$ cat src/logic/mmu_pkg.sv
package mmu_pkg;

    // cpu side word, used for both addresses and data
    typedef logic [31:0] word_t;

    // sram word address, 1M words per bank
    typedef logic [19:0] sram_addr_t;

    // byte lane enables, active low, lane 3 is bits 31:24
    typedef logic [3:0] be_n_t;

    typedef logic [7:0] byte_t;

    // access target picked by the address decoder
    typedef logic [1:0] target_t;

    localparam target_t TGT_BASE      = 2'd0;
    localparam target_t TGT_EXT       = 2'd1;
    localparam target_t TGT_UART_DATA = 2'd2;
    localparam target_t TGT_UART_STAT = 2'd3;

    // access FSM, one idle cycle and one strobe cycle
    typedef enum logic {
        ST_IDLE   = 1'b0,
        ST_STROBE = 1'b1
    } ctrl_state_t;

    localparam word_t DEF_UART_DATA_ADDR = 32'hBFD0_03F8;
    localparam word_t DEF_UART_STAT_ADDR = 32'hBFD0_03FD;

endpackage

$ cat src/logic/addr_decode.sv
`timescale 1ns/1ps

module addr_decode import mmu_pkg::*; #(
    parameter word_t UART_DATA_ADDR = DEF_UART_DATA_ADDR,
    parameter word_t UART_STAT_ADDR = DEF_UART_STAT_ADDR
) (
    input  word_t      addr,
    output target_t    target,
    output sram_addr_t word_addr
);

    logic hit_data;
    logic hit_stat;

    // uart registers are matched on the full address
    assign hit_data = (addr == UART_DATA_ADDR);
    assign hit_stat = (addr == UART_STAT_ADDR);

    always_comb begin
        if (hit_data) begin
            target = TGT_UART_DATA;
        end else if (hit_stat) begin
            target = TGT_UART_STAT;
        end else if (addr[22]) begin
            target = TGT_EXT;       // upper 4MB window
        end else begin
            target = TGT_BASE;
        end
    end

    assign word_addr = addr[21:2]; // both banks share the same word index

endmodule

$ cat config.mk
export PLATFORM = sky130hd
export DESIGN_NAME = addr_decode
export DESIGN_NICKNAME = d
export VERILOG_FILES = /design/src/logic/mmu_pkg.sv /design/src/logic/addr_decode.sv
export SDC_FILE = /design/constraint.sdc
export NUM_CORES = 1
export LEC_CHECK = 0
export ABC_AREA = 1
export BUFFER_PORTS_ARGS = -buffer_cell sky130_fd_sc_hd__buf_2
export CAP_MARGIN = 20
export CORE_MARGIN = 10
export CORE_UTILIZATION = 29
export DETAILED_ROUTE_END_ITERATION = 8
export PLACE_DENSITY_LB_ADDON = 0.08
export SLEW_MARGIN = 15
export SYNTH_ARGS = -nofsm -noshare
export SYNTH_HDL_FRONTEND = slang
export SYNTH_SLANG_ARGS = --single-unit
$ cat constraint.sdc
create_clock -name vclk -period 0.8
set_input_delay 0.2 -clock vclk [all_inputs]
set_output_delay 0.2 -clock vclk [all_outputs]
set_load 0.05 [all_outputs]
==> qor.yml <==
status: "finished with violations"
failed_checks: "setup timing"
die_x_microns: 56.9
grt_max_degree: 4
slew_headroom_pct: 83.2
hold_class: "input pin to primary output"
hold_buffers: 0
syn_nets: 113
min_to: "word_addr[12]"
fin_crit_sh_pct: 148
io_pins: 54
synth_top_cell_area_share_pct: 38.1
power.density_nw_per_um2: 666
yosysSeqAreaShare_pct: 0
post_cts_buffers: 0
portBuffers: 54
grtUsageTotal_pct: 6.63
cp-start-kind: "input pin"
start_util_pct: 30.7
die_area_sq_um: 3230
dr.pass1.iters: 2
core_sq_um: 1280
intPower_uw: 161
synth_common_cells: "nand2_1, buf_4, nor2_1"
fin_cells: 131
vias_per_cell: 3.92
power.share.switching_pct: 65.5
yosysWarnings: 0
area_delta_synth_final_pct: 77.5
antenna_found_initial: 0
crit_slowest_cell: "buf_8"
slew_violations: 0
final_hold_viol_count: 0
irDropWorstVdd_mv: 0.268
endpoint_kind: "primary output"
rows: 13
syn_area_sq_um: 394
dr_wl_met2_microns: 667
die_h_microns: 56.9
nets: 150
wl_met3_microns: 164
pre_cts_ws_ps: -481
vias: 513
seqPwrFrac_pct: 0
setup_ws_ps: -381
highest_layer: "met3"
place_hpwl_microns: 1190
critPathKind: "input pin to primary output"
grt_pass1_wl_microns: 1990
p_leak_uw: 0.000418
yosysMostFrequentCell: "nand2_1"
seq_cell_count: 0
cp.arrival_ps: 980
dp_cells: 131
pwr-share-clk_pct: 0
yosysTopAreaCell: "buf_4"
fillers: 134
ant_nets: 0
period_minus_slack_ps: 1180
avgSynthCellArea_sq_um: 4.87
gp_congestion: 0.585
grt_overflow: 0
hp-start: "addr[14]"
diodes: 0
combinationalPowerShare_pct: 100.0
rsz0062_at_grt: "true"
placed_cell_area_sq_um: 583
setup_viol: 2
max_freq_mhz: 846
drt_iter0_drc: 3
hold_depth: 2
worstPathCellList: "buf_6, inv_2, nor2_1, nand2_1, nor2_1, nand2_1, inv_2, nand2_2, nand2_4, buf_8"
critPathRequiredTime_ps: 600
maxCapViolCount: 0
p_switching_uw: 305
post-route-drc-count: 0
synth_top_cells_by_area: "buf_4, nand2_1, nor2_1"
tightest_slew_ps: 254
grt_pass1_vias: 502
drt-met1-wl_microns: 494
cp_max_fo: 2
final_area_sq_um: 699
layout-drive-gt1-share_pct: 70.7
tns_ps: -763
routed_wl_microns: 1330
ff_latch_area_sq_um: 0
syn_inst: 81
synth_cell_types: 8
routedWlPerCell_microns: 10.1
max_stage_delay_ps: 140
clock_buffers: 0
## critical path: cells and delay by family
kind | cells | cell delay [ps]
AND/OR/NAND/NOR | 6 | 490
buffers and inverters | 4 | 310
## how the worst max path moves through the flow
stage | startpoint | end | slack (ps) | cells after the start
final | addr[31] | target[1] | -380 | 10
after floorplan | addr[17] | target[0] | -170 | 6
after detailed placement | addr[17] | target[1] | -480 | 9
after global routing | addr[7] | target[1] | -460 | 8
after CTS | addr[2] | target[0] | -400 | 8
after global placement | addr[17] | target[1] | -480 | 9
## metal layers
layer | GRT usage [%] | up-vias
met5 | 0 | -
met4 | 0 | 0
met3 | 3.15 | 0
met2 | 11.8 | 29
met1 | 7.39 | 205
li1 | - | 279
## cells by family (layout without fill, tap and decap cells)
kind of cell           Yosys count  count (layout)  share of synthesized area (%)
and+or+nand+nor                 45              45                           46.7
buffers and inverters           36              71                           53.3
## power groups by stage
stage / combinational (uW) / sequential, uW / clock (uW)
floorplan: 334 / 0 / 0
global placement: 413 / 0 / 0
detailed placement: 416 / 0 / 0
CTS: 428 / 0 / 0
global route: 496 / 0 / 0
finish: 466 / 0 / 0
## placed cells by master (no fill, tap or decap)
cell | Yosys | routed
inv_2 | 0 | 5
nand3_1 | 1 | 1
buf_6 | 0 | 9
nand2_4 | 0 | 1
nor2_4 | 0 | 6
buf_2 | 0 | 42
nand2_1 | 23 | 16
nor2_1 | 17 | 6
buf_8 | 0 | 2
nand2_2 | 1 | 7
nor2_2 | 2 | 7
inv_1 | 16 | 11
nor3_2 | 1 | 1
buf_4 | 20 | 2
## through the flow
| step | hold WS (ps) | power (uW) | util [%] |
|---|---|---|---|
| floorplan | 556 | 334 | - |
| CTS | 691 | 428 | 48.0 |
| finish | 690 | 466 | 54.4 |
| detailed placement | 704 | 416 | 45.4 |
| global route | 694 | 496 | 54.4 |
| global placement | 703 | 413 | 45.4 |
## cell type report
class / count / area (sq um) / share of cell area, %
Timing Repair Buffer: 55 / 357 / 51.0
Multi-Input combinational cell: 45 / 264 / 37.7
Inverter: 16 / 60.1 / 8.59
Tap cell: 15 / 18.8 / 2.68
## what timing repair did
item                                    CTS  global route
gates cloned                              0             0
endpoints found under the setup margin    2             2
resized for setup                         9            25
pin swaps                                 6            21
endpoints found under the hold margin     0             0
No activity file was read; power rests on OpenSTA's default activity.
