==> src/logic/mmu_pkg.sv <==
package mmu_pkg;

    // cpu side word, used for both addresses and data
    typedef logic [31:0] word_t;

    // sram word address, 1M words per bank
    typedef logic [19:0] sram_addr_t;

    // byte lane enables, active low, lane 3 is bits 31:24
    typedef logic [3:0] be_n_t;

    typedef logic [7:0] byte_t;

    // access target picked by the address decoder
    typedef logic [1:0] target_t;

    localparam target_t TGT_BASE      = 2'd0;
    localparam target_t TGT_EXT       = 2'd1;
    localparam target_t TGT_UART_DATA = 2'd2;
    localparam target_t TGT_UART_STAT = 2'd3;

    // access FSM, one idle cycle and one strobe cycle
    typedef enum logic {
        ST_IDLE   = 1'b0,
        ST_STROBE = 1'b1
    } ctrl_state_t;

    localparam word_t DEF_UART_DATA_ADDR = 32'hBFD0_03F8;
    localparam word_t DEF_UART_STAT_ADDR = 32'hBFD0_03FD;

endpackage

==> src/logic/byte_lane.sv <==
`timescale 1ns/1ps

module byte_lane import mmu_pkg::*; (
    input  logic       clk,
    input  logic       reset,
    input  logic       load,
    input  logic       bytemode,
    input  logic [1:0] addr_lsb,
    input  word_t      input_data,
    input  word_t      bus_data,
    output word_t      wr_data,
    output be_n_t      be_n,
    output word_t      rd_data
);

    logic       byte_q;
    logic [1:0] off_q;
    byte_t      rd_byte;

    always_ff @(posedge clk) begin
        if (reset) begin
            be_n   <= 4'b1111;
            byte_q <= 1'b0;
            off_q  <= 2'd0;
        end else if (load) begin
            byte_q <= bytemode;
            off_q  <= addr_lsb;
            if (bytemode) begin
                be_n <= ~(4'b1000 >> addr_lsb); // big endian, offset 0 is lane 3
            end else begin
                be_n <= 4'b0000;
            end
        end
    end

    // in byte mode the low byte goes to every lane, be_n picks the one written
    always_ff @(posedge clk) begin
        if (load) begin
            if (bytemode) begin
                wr_data <= {4{input_data[7:0]}};
            end else begin
                wr_data <= input_data;
            end
        end
    end

    always_comb begin
        case (off_q)
            2'd0:    rd_byte = bus_data[31:24];
            2'd1:    rd_byte = bus_data[23:16];
            2'd2:    rd_byte = bus_data[15:8];
            default: rd_byte = bus_data[7:0];
        endcase
    end

    assign rd_data = byte_q ? {{24{rd_byte[7]}}, rd_byte} : bus_data;

endmodule

==> config.mk <==
export PLATFORM = sky130hd
export DESIGN_NAME = byte_lane
export DESIGN_NICKNAME = d
export VERILOG_FILES = /design/src/logic/mmu_pkg.sv /design/src/logic/byte_lane.sv
export SDC_FILE = /design/constraint.sdc
export NUM_CORES = 1
export LEC_CHECK = 0
export BUFFER_PORTS_ARGS = -buffer_cell sky130_fd_sc_hd__buf_2
export CORE_UTILIZATION = 33
export CTS_BUF_LIST = sky130_fd_sc_hd__clkbuf_4
export DETAILED_ROUTE_END_ITERATION = 8
export GPL_ROUTABILITY_DRIVEN = 0
export SYNTH_ARGS = -nofsm -noshare
export SYNTH_HDL_FRONTEND = slang
export SYNTH_SLANG_ARGS = --single-unit
==> constraint.sdc <==
create_clock -name clk -period 3.17 [get_ports clk]
set_input_delay 0.317 -clock clk [delete_from_list [all_inputs] [get_ports clk]]
set_output_delay 0.317 -clock clk [all_outputs]
set_load 0.01 [all_outputs]
==> impl_metrics.toml <==
[run_status]
outcome = "finished, final reports clean"

[clocking]
cts_hold_buf = 0
htreeDepth = 2
cts-root-buf = "clkbuf_4"
clk_pin_slew_ns = 0.12
cts.sinks = 39
cts_tree = "done"
cts_made_buffers = 5
clkLatencyLatePin_ns = 0.33
clock_path_buffers = 2
post_cts_buffers = 0
cts.repair.resized = 0

[detailed_routing]
drtIter0Drc = 67
post_drt_wl_per_cell_um = 12.1
firstDrtPassIters = 6
drc = 0
viasPerCell = 4.57
via_count = 1961
drt-total-wl_um = 5210
postRouteAntennaNets = 0

[sta]
worst_pin_slew_ns = 0.823
fin_crit_sh_pct = 81.1
hold_viol_final = 0
max_freq_mhz = 389
finalSetupTns_ns = 0
period_needed_ns = 2.57
timing.hold.ws_ns = 0.162
relSlewSlack_pct = 45.1
finalMaxSlewViolations = 0
setup_violations = 0
clock_skew_ns = 0
rsz0062_at_grt = "no"

[setup_path]
slowest_stage = "dfxtp_1"
crit_path_max_incr_delay_ns = 0.88
crit_start = "off_q[1]"
cp.arrival_ns = 2.25
worstSetupEndpointType = "output port"
setup.worst_path.class = "reg -> out"
critPathMaxFanout = 25
worst_setup_path_start_kind = "register"
reg2reg_setup_slack_ns = 1.94
cp.required_ns = 2.85
r2r_end = "byte_q"
r2r_start = "byte_q"
path_cells = "mux2i_1 -> o22a_4 -> o21ai_0 -> buf_2"
r2r_cells = 3
setup.worst_path.end = "rd_data[10]"

[placed_design]
placed_cells = 421
port_buffers = 137
dp_hpwl_um = 4060

[cells_and_area]
multi_input_area_um2 = 739
fillers = 624
insertedDiodeCount = 0
fin_nets = 421
area_growth_pct = 35.5
seq_area_um2 = 1100
fin_cells = 429
drive_gt1_share_pct = 48.3

[yosys]
synth_top_area_cell = "edfxtp_1"
ys_ff_latch = 39
syn-cell-area_um2 = 2150
synthFlopType = "edfxtp_1"
synthArstFlopShare_pct = 0
ys_top_cells_by_area = "edfxtp_1 45%, inv_1 10%, o21ai_2 8.2%, o21ai_0 7.5%, dfxtp_1 6.5%"
synth_warnings = 0
synth-seq-area-share_pct = 51.3
synthCells = 219
synth_edf_count = 32
synth.most_common_cell = "inv_1"
avgSynthCellArea_um2 = 9.80
ys_types = 20
syn_nets = 289
synthTopCellsByCount = "57 x inv_1, 32 x edfxtp_1, 32 x o21ai_0"
yosysTopAreaCellShare_pct = 44.8

[grt]
track_usage_pct = 14.4
grt_pass1_wl_um = 7310
grt_pass1_vias = 1537
grt_max_degree = 34
grt_remaining_overflow = 0
antenna_found_initial = 0

[power]
leakagePower_nw = 1.53
power.density_nw_per_um2 = 400
p_total_mw = 1.16
ir_drop_mv = 0.227

[min_path]
hold_path.class = "in -> reg"

[floorplanning]
core_area_um2 = 6310
die_h_um = 82.7
dieArea_um2 = 6830
ios = 138
start_util_pct = 34.0
rows = 29
die_x_um = 82.7

[flow_run]
cap_violations = 0
[cell usage in the layout, fill, tap and decap left out]
cell,instances
dfxtp_2,1
edfxtp_1,32
a22o_1,7
o21ai_0,32
buf_4,2
nand2b_4,1
clkbuf_4,5
buf_2,137
a211o_1,1
clkinv_2,1
o22a_4,1
nand2_1,11
mux2i_1,11
a21o_1,7
o22ai_1,7
a21oi_1,5
nor2b_1,3
dfxtp_1,6
inv_1,57
nor2_1,3
clkinvlp_4,2
o21ai_2,20
[final cells by class]
cell class,instances,share of cell area (%)
flip-flops and latches,39,37.9
multi-input cells,109,25.4
repair buffers,139,24.1
inverters,57,7.35
well taps,77,3.31
clock buffers,5,1.29
clock inverters,3,0.688
[per-layer routing]
| metal | GRT usage, % | up-vias | part of all wire, % |
|---|---|---|---|
| li1 | - | 1014 | - |
| met5 | 0 | - | 0 |
| met2 | 23.3 | 55 | 50 |
| met1 | 18.2 | 889 | 44 |
| met3 | 4.29 | 3 | 5.5 |
| met4 | 4.83 | 0 | 0.29 |
[through the flow]
step	setup slack [ns]	util, %	instance area [µm²]
2_1_floorplan	1.74	-	2150
3_3_place_gp	1.07	45.2	2850
5_1_grt	0.430	46.1	2910
6_report	0.600	46.1	2910
4_1_cts	0.613	46.1	2910
3_5_place_dp	1.00	45.2	2850
[worst max-delay path: cells and delay by family, from the launching register on]
kind	cells	cell delay [ns]
compound gates	2	0.55
buf+inv	1	0.16
flops	1	0.88
mux	1	0.30
[worst min path at each step]
stage | end | slack (ns) | cells past startpoint | start
after floorplan | byte_q | 0.39 | 1 | reset
after global placement | be_n[0] | 0.45 | 1 | be_n[0]
after detailed placement | be_n[0] | 0.46 | 1 | be_n[0]
after CTS | wr_data[5] | 0.14 | 1 | input_data[5]
after global routing | wr_data[5] | 0.13 | 1 | input_data[5]
final | wr_data[5] | 0.16 | 1 | input_data[5]
[cells by family (layout without fill, tap and decap cells)]
group,after synthesis,in the layout,share of synthesized area (%)
AOI/OAI and AO/OA,80,80,25.3
buffers and inverters,71,204,14.3
DFF,39,39,51.3
muxes,11,11,5.13
and+or+nand+nor,18,18,3.96
[where the power goes]
part | internal, mW | leakage, nW | switching (mW) | total (mW)
sequential | 0.602 | 0.371 | 0.0203 | 0.623
clock | 0.0848 | 0.0272 | 0.166 | 0.251
combinational | 0.132 | 1.13 | 0.157 | 0.289
total | 0.820 | 1.53 | 0.344 | 1.16
[registers in the layout, summed over array words and instances (netlist names)]
signal / count
be_n: 4
byte_q: 1
off_q: 2
wr_data: 32
Power figures use the tool's default switching activity.
