[config.mk]
export PLATFORM = sky130hd
export DESIGN_NAME = mmu_ctrl
export DESIGN_NICKNAME = d
export VERILOG_FILES = /design/src/logic/mmu_pkg.sv /design/src/logic/mmu_ctrl.sv
export SDC_FILE = /design/constraint.sdc
export NUM_CORES = 1
export LEC_CHECK = 0
export ABC_CLOCK_PERIOD_IN_PS = 2300
export BUFFER_PORTS_ARGS = -buffer_cell sky130_fd_sc_hd__buf_4
export CAP_MARGIN = 20
export CELL_PAD_IN_SITES_DETAIL_PLACEMENT = 1
export CELL_PAD_IN_SITES_GLOBAL_PLACEMENT = 2
export CORE_AREA = 2 2 39 41
export DETAILED_ROUTE_END_ITERATION = 6
export DIE_AREA = 0 0 41 43
export MAX_ROUTING_LAYER = met4
export PLACE_DENSITY = 0.56
export SETUP_SLACK_MARGIN = 0.2
export SYNTH_ARGS = -nofsm -noshare
export SYNTH_HDL_FRONTEND = slang
export SYNTH_SLANG_ARGS = --single-unit
[constraint.sdc]
create_clock -name clk -period 2.3 [get_ports clk]
set_clock_uncertainty 0.05 [all_clocks]
set_input_delay 0.23 -clock clk [delete_from_list [all_inputs] [get_ports clk]]
set_output_delay 0.23 -clock clk [all_outputs]
set_load 0.01 [all_outputs]
[src/logic/mmu_pkg.sv]
package mmu_pkg;

    // cpu side word, used for both addresses and data
    typedef logic [31:0] word_t;

    // sram word address, 1M words per bank
    typedef logic [19:0] sram_addr_t;

    // byte lane enables, active low, lane 3 is bits 31:24
    typedef logic [3:0] be_n_t;

    typedef logic [7:0] byte_t;

    // access target picked by the address decoder
    typedef logic [1:0] target_t;

    localparam target_t TGT_BASE      = 2'd0;
    localparam target_t TGT_EXT       = 2'd1;
    localparam target_t TGT_UART_DATA = 2'd2;
    localparam target_t TGT_UART_STAT = 2'd3;

    // access FSM, one idle cycle and one strobe cycle
    typedef enum logic {
        ST_IDLE   = 1'b0,
        ST_STROBE = 1'b1
    } ctrl_state_t;

    localparam word_t DEF_UART_DATA_ADDR = 32'hBFD0_03F8;
    localparam word_t DEF_UART_STAT_ADDR = 32'hBFD0_03FD;

endpackage

[src/logic/mmu_ctrl.sv]
`timescale 1ns/1ps

module mmu_ctrl import mmu_pkg::*; (
    input  logic        clk,
    input  logic        reset,
    input  logic        if_read,
    input  logic        if_write,
    input  target_t     target,
    output logic        base_sel,
    output logic        ext_sel,
    output logic        rd_op,
    output logic        wr_op,
    output logic        uart_rd,
    output logic        uart_wr,
    output logic        capture,
    output ctrl_state_t state
);

    logic        req;
    logic        accept;
    logic        rd_q;      // latched operation, high for reads
    ctrl_state_t state_d;

    assign req    = if_read | if_write;
    assign accept = (state == ST_IDLE) && req;

    // strobe set for the access being accepted; the port and uart pin
    // flops pick it up at the accepting edge, so it shows up in ST_STROBE
    always_comb begin
        rd_op    = accept && if_read;
        wr_op    = accept && !if_read;     // read wins if both strobes are high
        base_sel = accept && (target == TGT_BASE);
        ext_sel  = accept && (target == TGT_EXT);
        uart_rd  = rd_op && (target == TGT_UART_DATA);
        uart_wr  = wr_op && (target == TGT_UART_DATA);
    end

    always_comb begin
        state_d = state;
        case (state)
            ST_IDLE: begin
                if (req) begin
                    state_d = ST_STROBE;
                end
            end
            ST_STROBE: state_d = ST_IDLE;   // requests here are dropped
            default:   state_d = ST_IDLE;
        endcase
    end

    always_ff @(posedge clk) begin
        if (reset) begin
            state <= ST_IDLE;
            rd_q  <= 1'b0;
        end else begin
            state <= state_d;
            if (accept) begin
                rd_q <= if_read;
            end
        end
    end

    // read data is sampled on the edge that ends the strobe cycle;
    // every target returns data on a read, status reads included
    assign capture = (state == ST_STROBE) && rd_q;

endmodule

==> results of run 1 <==
==> power by group <==
part           switching [uW]  total, uW  leakage (uW)  internal, uW
sequential               3.65       41.6     0.0000167          38.0
clock                    18.0       75.4     0.0000138          57.4
combinational            15.0       36.1      0.000107          21.1
==> critical path, stage by stage (launching register included) <==
cell and delay (ns):
sky130_fd_sc_hd__dfxtp_1 0.47, sky130_fd_sc_hd__nor2_1 0.09, sky130_fd_sc_hd__and4b_1 0.21, sky130_fd_sc_hd__buf_4 0.14
==> layer usage <==
layer,GRT usage,up-vias,routed length [um]
li1,-,91,-
met1,0.0607,76,177
met2,0.0844,14,225
met3,0.0419,0,97
met4,0.0800,0,0
met5,-,-,0
==> cell type report <==
class	instances	area, um2
fill	171	1110
multi-input combinational	13	88.8
sequential	2	40.0
clock buffer	3	22.5
tap	16	20.0
timing repair buffer	13	97.6
inverter	1	3.75
==> Yosys cell counts, drive strengths merged <==
library cell	instances	area share
nor2	2	0.057
nand2b	1	0.047
a22o	1	0.066
dfxtp	2	0.30
and3	1	0.047
and2	1	0.057
and4b	1	0.075
nor3b	1	0.057
nor4	1	0.047
inv	1	0.028
nor2b	2	0.11
nor3	1	0.038
nor4b	1	0.066
==> metrics by stage <==
| stage | area (um2) | hold slack, ns | total power [uW] |
|---|---|---|---|
| 3_5_place_dp | 250 | 0.374 | 79.1 |
| 6_report | 273 | 0.140 | 153 |
| 4_1_cts | 273 | 0.137 | 160 |
| 2_1_floorplan | 133 | 0.257 | 56.0 |
| 3_3_place_gp | 250 | 0.373 | 78.1 |
| 5_1_grt | 273 | 0.150 | 164 |
==> path summary, 6_finish.rpt <==
check | end | slack, ns | cells after the start
hold reg to reg | rd_q | 0.55 | 2
hold / removal | state | 0.14 | 2
setup / recovery | uart_wr | 0.89 | 3
setup reg to reg | rd_q | 1.35 | 2
==> flip-flops by register name (all words and copies together), names as in the netlist <==
signal / cells
state: 1
rd_q: 1
==> kinds of logic (layout without fill, tap and decap cells) <==
family	Yosys count	after routing	share of synthesized area
AOI/OAI and AO/OA	1	1	0.0660
DFF	2	2	0.302
buffers and inverters	1	17	0.0283
and+or+nand+nor	12	12	0.604
==> out/qor.yml, run 1 <==
final_common_cell: "sky130_fd_sc_hd__buf_4"
cts.htree.levels: 1
cts_resized: 0
fin_ws_ns: 0.889
final_layout_size_suffix_gt1_frac: 0.563
run_status: "finished, final reports clean"
routed-via-count: 181
die_height_um: 43
tritoncts_num_sinks: 2
layout_worst_path_cycle_share: 0.614
crit_fanout: 9
track_usage: 0.0678
grt.overflow.total: 0
worst_setup_path_startpoint: "state"
netlist_instances: 16
final_period_minus_worst_setup_slack_ns: 1.41
syn2layout_area_growth_pct: 106
synth_cell_types: 14
worstHoldPathType: "input pin to flip-flop"
most-common-layout-cells: "sky130_fd_sc_hd__buf_4 (13), sky130_fd_sc_hd__clkbuf_4 (3), sky130_fd_sc_hd__nor2_1 (2), sky130_fd_sc_hd__dfxtp_1 (2)"
die_w_um: 41
critPathArrivalTime_ns: 1.13
nNetsFinal: 40
ys_seq_area_frac: 0.302
required_ns: 2.02
timing.fmax_ghz: 0.709
totalWireLength_um: 500
top_level_ports: 14
place_ws_ns: 1.11
floorplan.die_area_mm2: 0.00176
first_pass_iters: 2
floorplan.core_area_mm2: 0.00138
yosysWarnings: 0
yosys_register_bits: 2
max_slew.worst_pin.slew_ns: 0.285
place_congestion: 0.526
first_pass_grt_wire_length_um: 710
cts.root.buffer_cell: "sky130_fd_sc_hd__clkbuf_4"
reg2reg_from: "state"
postRouteAntennaNets: 0
diodes_inserted: 0
timing.setup.critical_path_class: "flip-flop to output port"
power_leakage_uw: 0.000138
cts_tree: "yes"
power.ir.vdd_worst_uv: 138
finalSetupViolCount: 0
grt_pass1_vias: 175
post_cts_hold_buffer_count: 0
detailedRoute.firstIterationViolations: 1
clk_path_buf_depth: 2
endpoint_kind: "output port"
vias_per_cell: 3.77
fp-row-count: 14
cts_setup_buffers: 0
quantity_of_i_o_buffers_inserted_on_ports: 13
clk_transition_reported_paths_ns: 0.03
floorplan.initialDensity: 0.0958
syn_avg_cell_area_um2: 8.29
clk_latency_ns: 0.22
grt_antenna_before_repair: 0
grt_start_max_net_pins: 10
unrepaired_setup_endpoints_after_global_routing: "no"
placed_cells: 45
slew_violations: 0
post_drt_wl_per_cell_um: 10.4
cts_inserted_buffers: 3
worst_hold_startpoint: "reset"
mapped_area_um2: 133
worstSetupStartpointType: "flip-flop"
syn_nets: 22
pwr_density_cell_mw_per_mm2: 561
final.setup.tns_ns: 0
slew_headroom: 0.810
finish.cell_count_without_fillers: 48
finalHoldViolCount: 0
post-route-drc-count: 0
final_core_util: 0.197
max_cap_viols: 0
Power figures use the tool's default switching activity.
==> run 2: changes to the inputs <==
--- a/config.mk
+++ b/config.mk
@@ -5,7 +5,7 @@
 export SDC_FILE = /design/constraint.sdc
 export NUM_CORES = 1
 export LEC_CHECK = 0
-export ABC_CLOCK_PERIOD_IN_PS = 2300
+export ABC_CLOCK_PERIOD_IN_PS = 1400
 export BUFFER_PORTS_ARGS = -buffer_cell sky130_fd_sc_hd__buf_4
 export CAP_MARGIN = 20
 export CELL_PAD_IN_SITES_DETAIL_PLACEMENT = 1
==> constraint.sdc (replaced) <==
create_clock -name clk -period 1.4 [get_ports clk]
set_clock_uncertainty 0.05 [all_clocks]
set_input_delay 0.14 -clock clk [delete_from_list [all_inputs] [get_ports clk]]
set_output_delay 0.14 -clock clk [all_outputs]
set_load 0.01 [all_outputs]
==> out/qor.yml, run 2 (same netlist as run 1, synthesis figures left out) <==
regToRegSetupSlack_ns: 0.43
grt.overflow.total: 0
totalWireLength_um: 520
quantity_of_i_o_buffers_inserted_on_ports: 13
cts.htree.levels: 1
cts_tree: "yes"
max_cap_viols: 0
nNetsFinal: 41
post-route-drc-count: 0
timing.setup.critical_path_class: "flip-flop to output port"
tritoncts_num_sinks: 2
most-common-layout-cells: "sky130_fd_sc_hd__buf_4 (13), sky130_fd_sc_hd__clkbuf_4 (3)"
worstSetupStartpointType: "flip-flop"
track_usage: 0.0697
slew_headroom: 0.756
grt_start_max_net_pins: 10
final_period_minus_worst_setup_slack_ns: 1.17
die_height_um: 43
critPathArrivalTime_ns: 0.98
final_common_cell: "sky130_fd_sc_hd__buf_4"
post_drt_wl_per_cell_um: 10.6
cts_inserted_buffers: 3
first_pass_grt_wire_length_um: 710
largest_registers: "rd_q (1), state (1)"
fillerInstances: 168
floorplan.initialDensity: 0.0958
worst_hold_slack_ns: 0.0490
detailedRoute.firstIterationViolations: 1
floorplan.core_area_mm2: 0.00138
finalHoldViolCount: 0
clk_path_buf_depth: 2
post_cts_hold_buffer_count: 0
finalSetupViolCount: 0
endpoint_kind: "output port"
final_core_util: 0.221
unrepaired_setup_endpoints_after_global_routing: "yes"
fp-row-count: 14
detailed_place_hpwl_um: 398
final_layout_size_suffix_gt1_frac: 0.697
run_status: "finished, final reports clean"
postRouteAntennaNets: 0
diodes_inserted: 0
final.setup.tns_ns: 0
finish.cell_count_without_fillers: 49
first_pass_iters: 2
layout_worst_path_cycle_share: 0.839
power_leakage_uw: 0.000150
cts.root.buffer_cell: "sky130_fd_sc_hd__clkbuf_4"
max_slew.worst_pin.slew_ns: 0.364
clk_latency_ns: 0.22
syn2layout_area_growth_pct: 130
top_level_ports: 14
pwr_density_cell_mw_per_mm2: 860
worstHoldPathType: "input pin to flip-flop"
crit_fanout: 6
slew_violations: 0
routed-via-count: 196
die_w_um: 41
power.ir.vdd_worst_uv: 232
place_congestion: 0.547
timing.fmax_ghz: 0.851
placed_cells: 45
grt_pass1_vias: 182
floorplan.die_area_mm2: 0.00176
required_ns: 1.21
clk_transition_reported_paths_ns: 0.03
grt_antenna_before_repair: 0
vias_per_cell: 4.00
run 2: cell types whose count changed in the layout (fill, tap and decap cells not counted):
cell / before / now
sky130_fd_sc_hd__clkbuf_2: 0 / 1
sky130_fd_sc_hd__dfxtp_4: 0 / 1
sky130_fd_sc_hd__nor4b_1: 1 / 0
sky130_fd_sc_hd__nor2_1: 2 / 1
sky130_fd_sc_hd__nor4b_4: 0 / 1
sky130_fd_sc_hd__dfxtp_1: 2 / 1
sky130_fd_sc_hd__nor4_1: 1 / 0
sky130_fd_sc_hd__nor2_2: 0 / 1
sky130_fd_sc_hd__nor4_2: 0 / 1
run 2: what timing repair did:
item	in CTS	in global routing
buffers inserted	0	1
setup endpoints to repair	5	4
hold endpoints to repair	0	0
pin swaps	0	1
resized for setup	4	2
run 2: worst max-delay path, cell delays in order, from the launching register on:
cell,delay [ns]
sky130_fd_sc_hd__dfxtp_4,0.36
sky130_fd_sc_hd__clkbuf_2,0.14
sky130_fd_sc_hd__nor2b_2,0.14
sky130_fd_sc_hd__buf_4,0.13
run 2: routing by layer:
metal | global-route usage | share of wire | up-vias
li1 | - | - | 93
met1 | 0.0510 | 0.41 | 89
met2 | 0.0938 | 0.46 | 14
met3 | 0.0524 | 0.13 | 0
met4 | 0.0800 | 0 | 0
met5 | - | 0 | -
run 2: per-stage QoR:
| step | setup WS (ns) | instance area, um2 | total power, uW |
|---|---|---|---|
| 6_report | 0.225 | 305 | 263 |
| 4_1_cts | 0.173 | 289 | 266 |
| 2_1_floorplan | 0.329 | 133 | 92.0 |
| 5_1_grt | 0.174 | 305 | 284 |
| 3_3_place_gp | 0.324 | 250 | 129 |
| 3_5_place_dp | 0.271 | 250 | 130 |
run 2: worst paths after layout:
| kind | start | to | depth (start not counted) |
|---|---|---|---|
| min reg2reg | rd_q | rd_q | 2 |
| min | reset | state | 2 |
| max | state | rd_op | 3 |
| max reg2reg | state | rd_q | 3 |
run 2: final cells by class:
type / count / area (um2) / area share
clock buffer: 3 / 22.5 / 0.0738
inverter: 1 / 3.75 / 0.0123
multi-input combinational: 13 / 113 / 0.369
sequential: 2 / 43.8 / 0.143
tap: 16 / 20.0 / 0.0656
timing repair buffer: 14 / 103 / 0.336
run 2: report_power, final:
part           total [uW]  internal [uW]  leakage, uW  switching, uW
sequential           68.3           62.2    0.0000172           6.05
combinational        69.8           39.9     0.000119           30.0
clock                 124           94.3    0.0000138           30.1
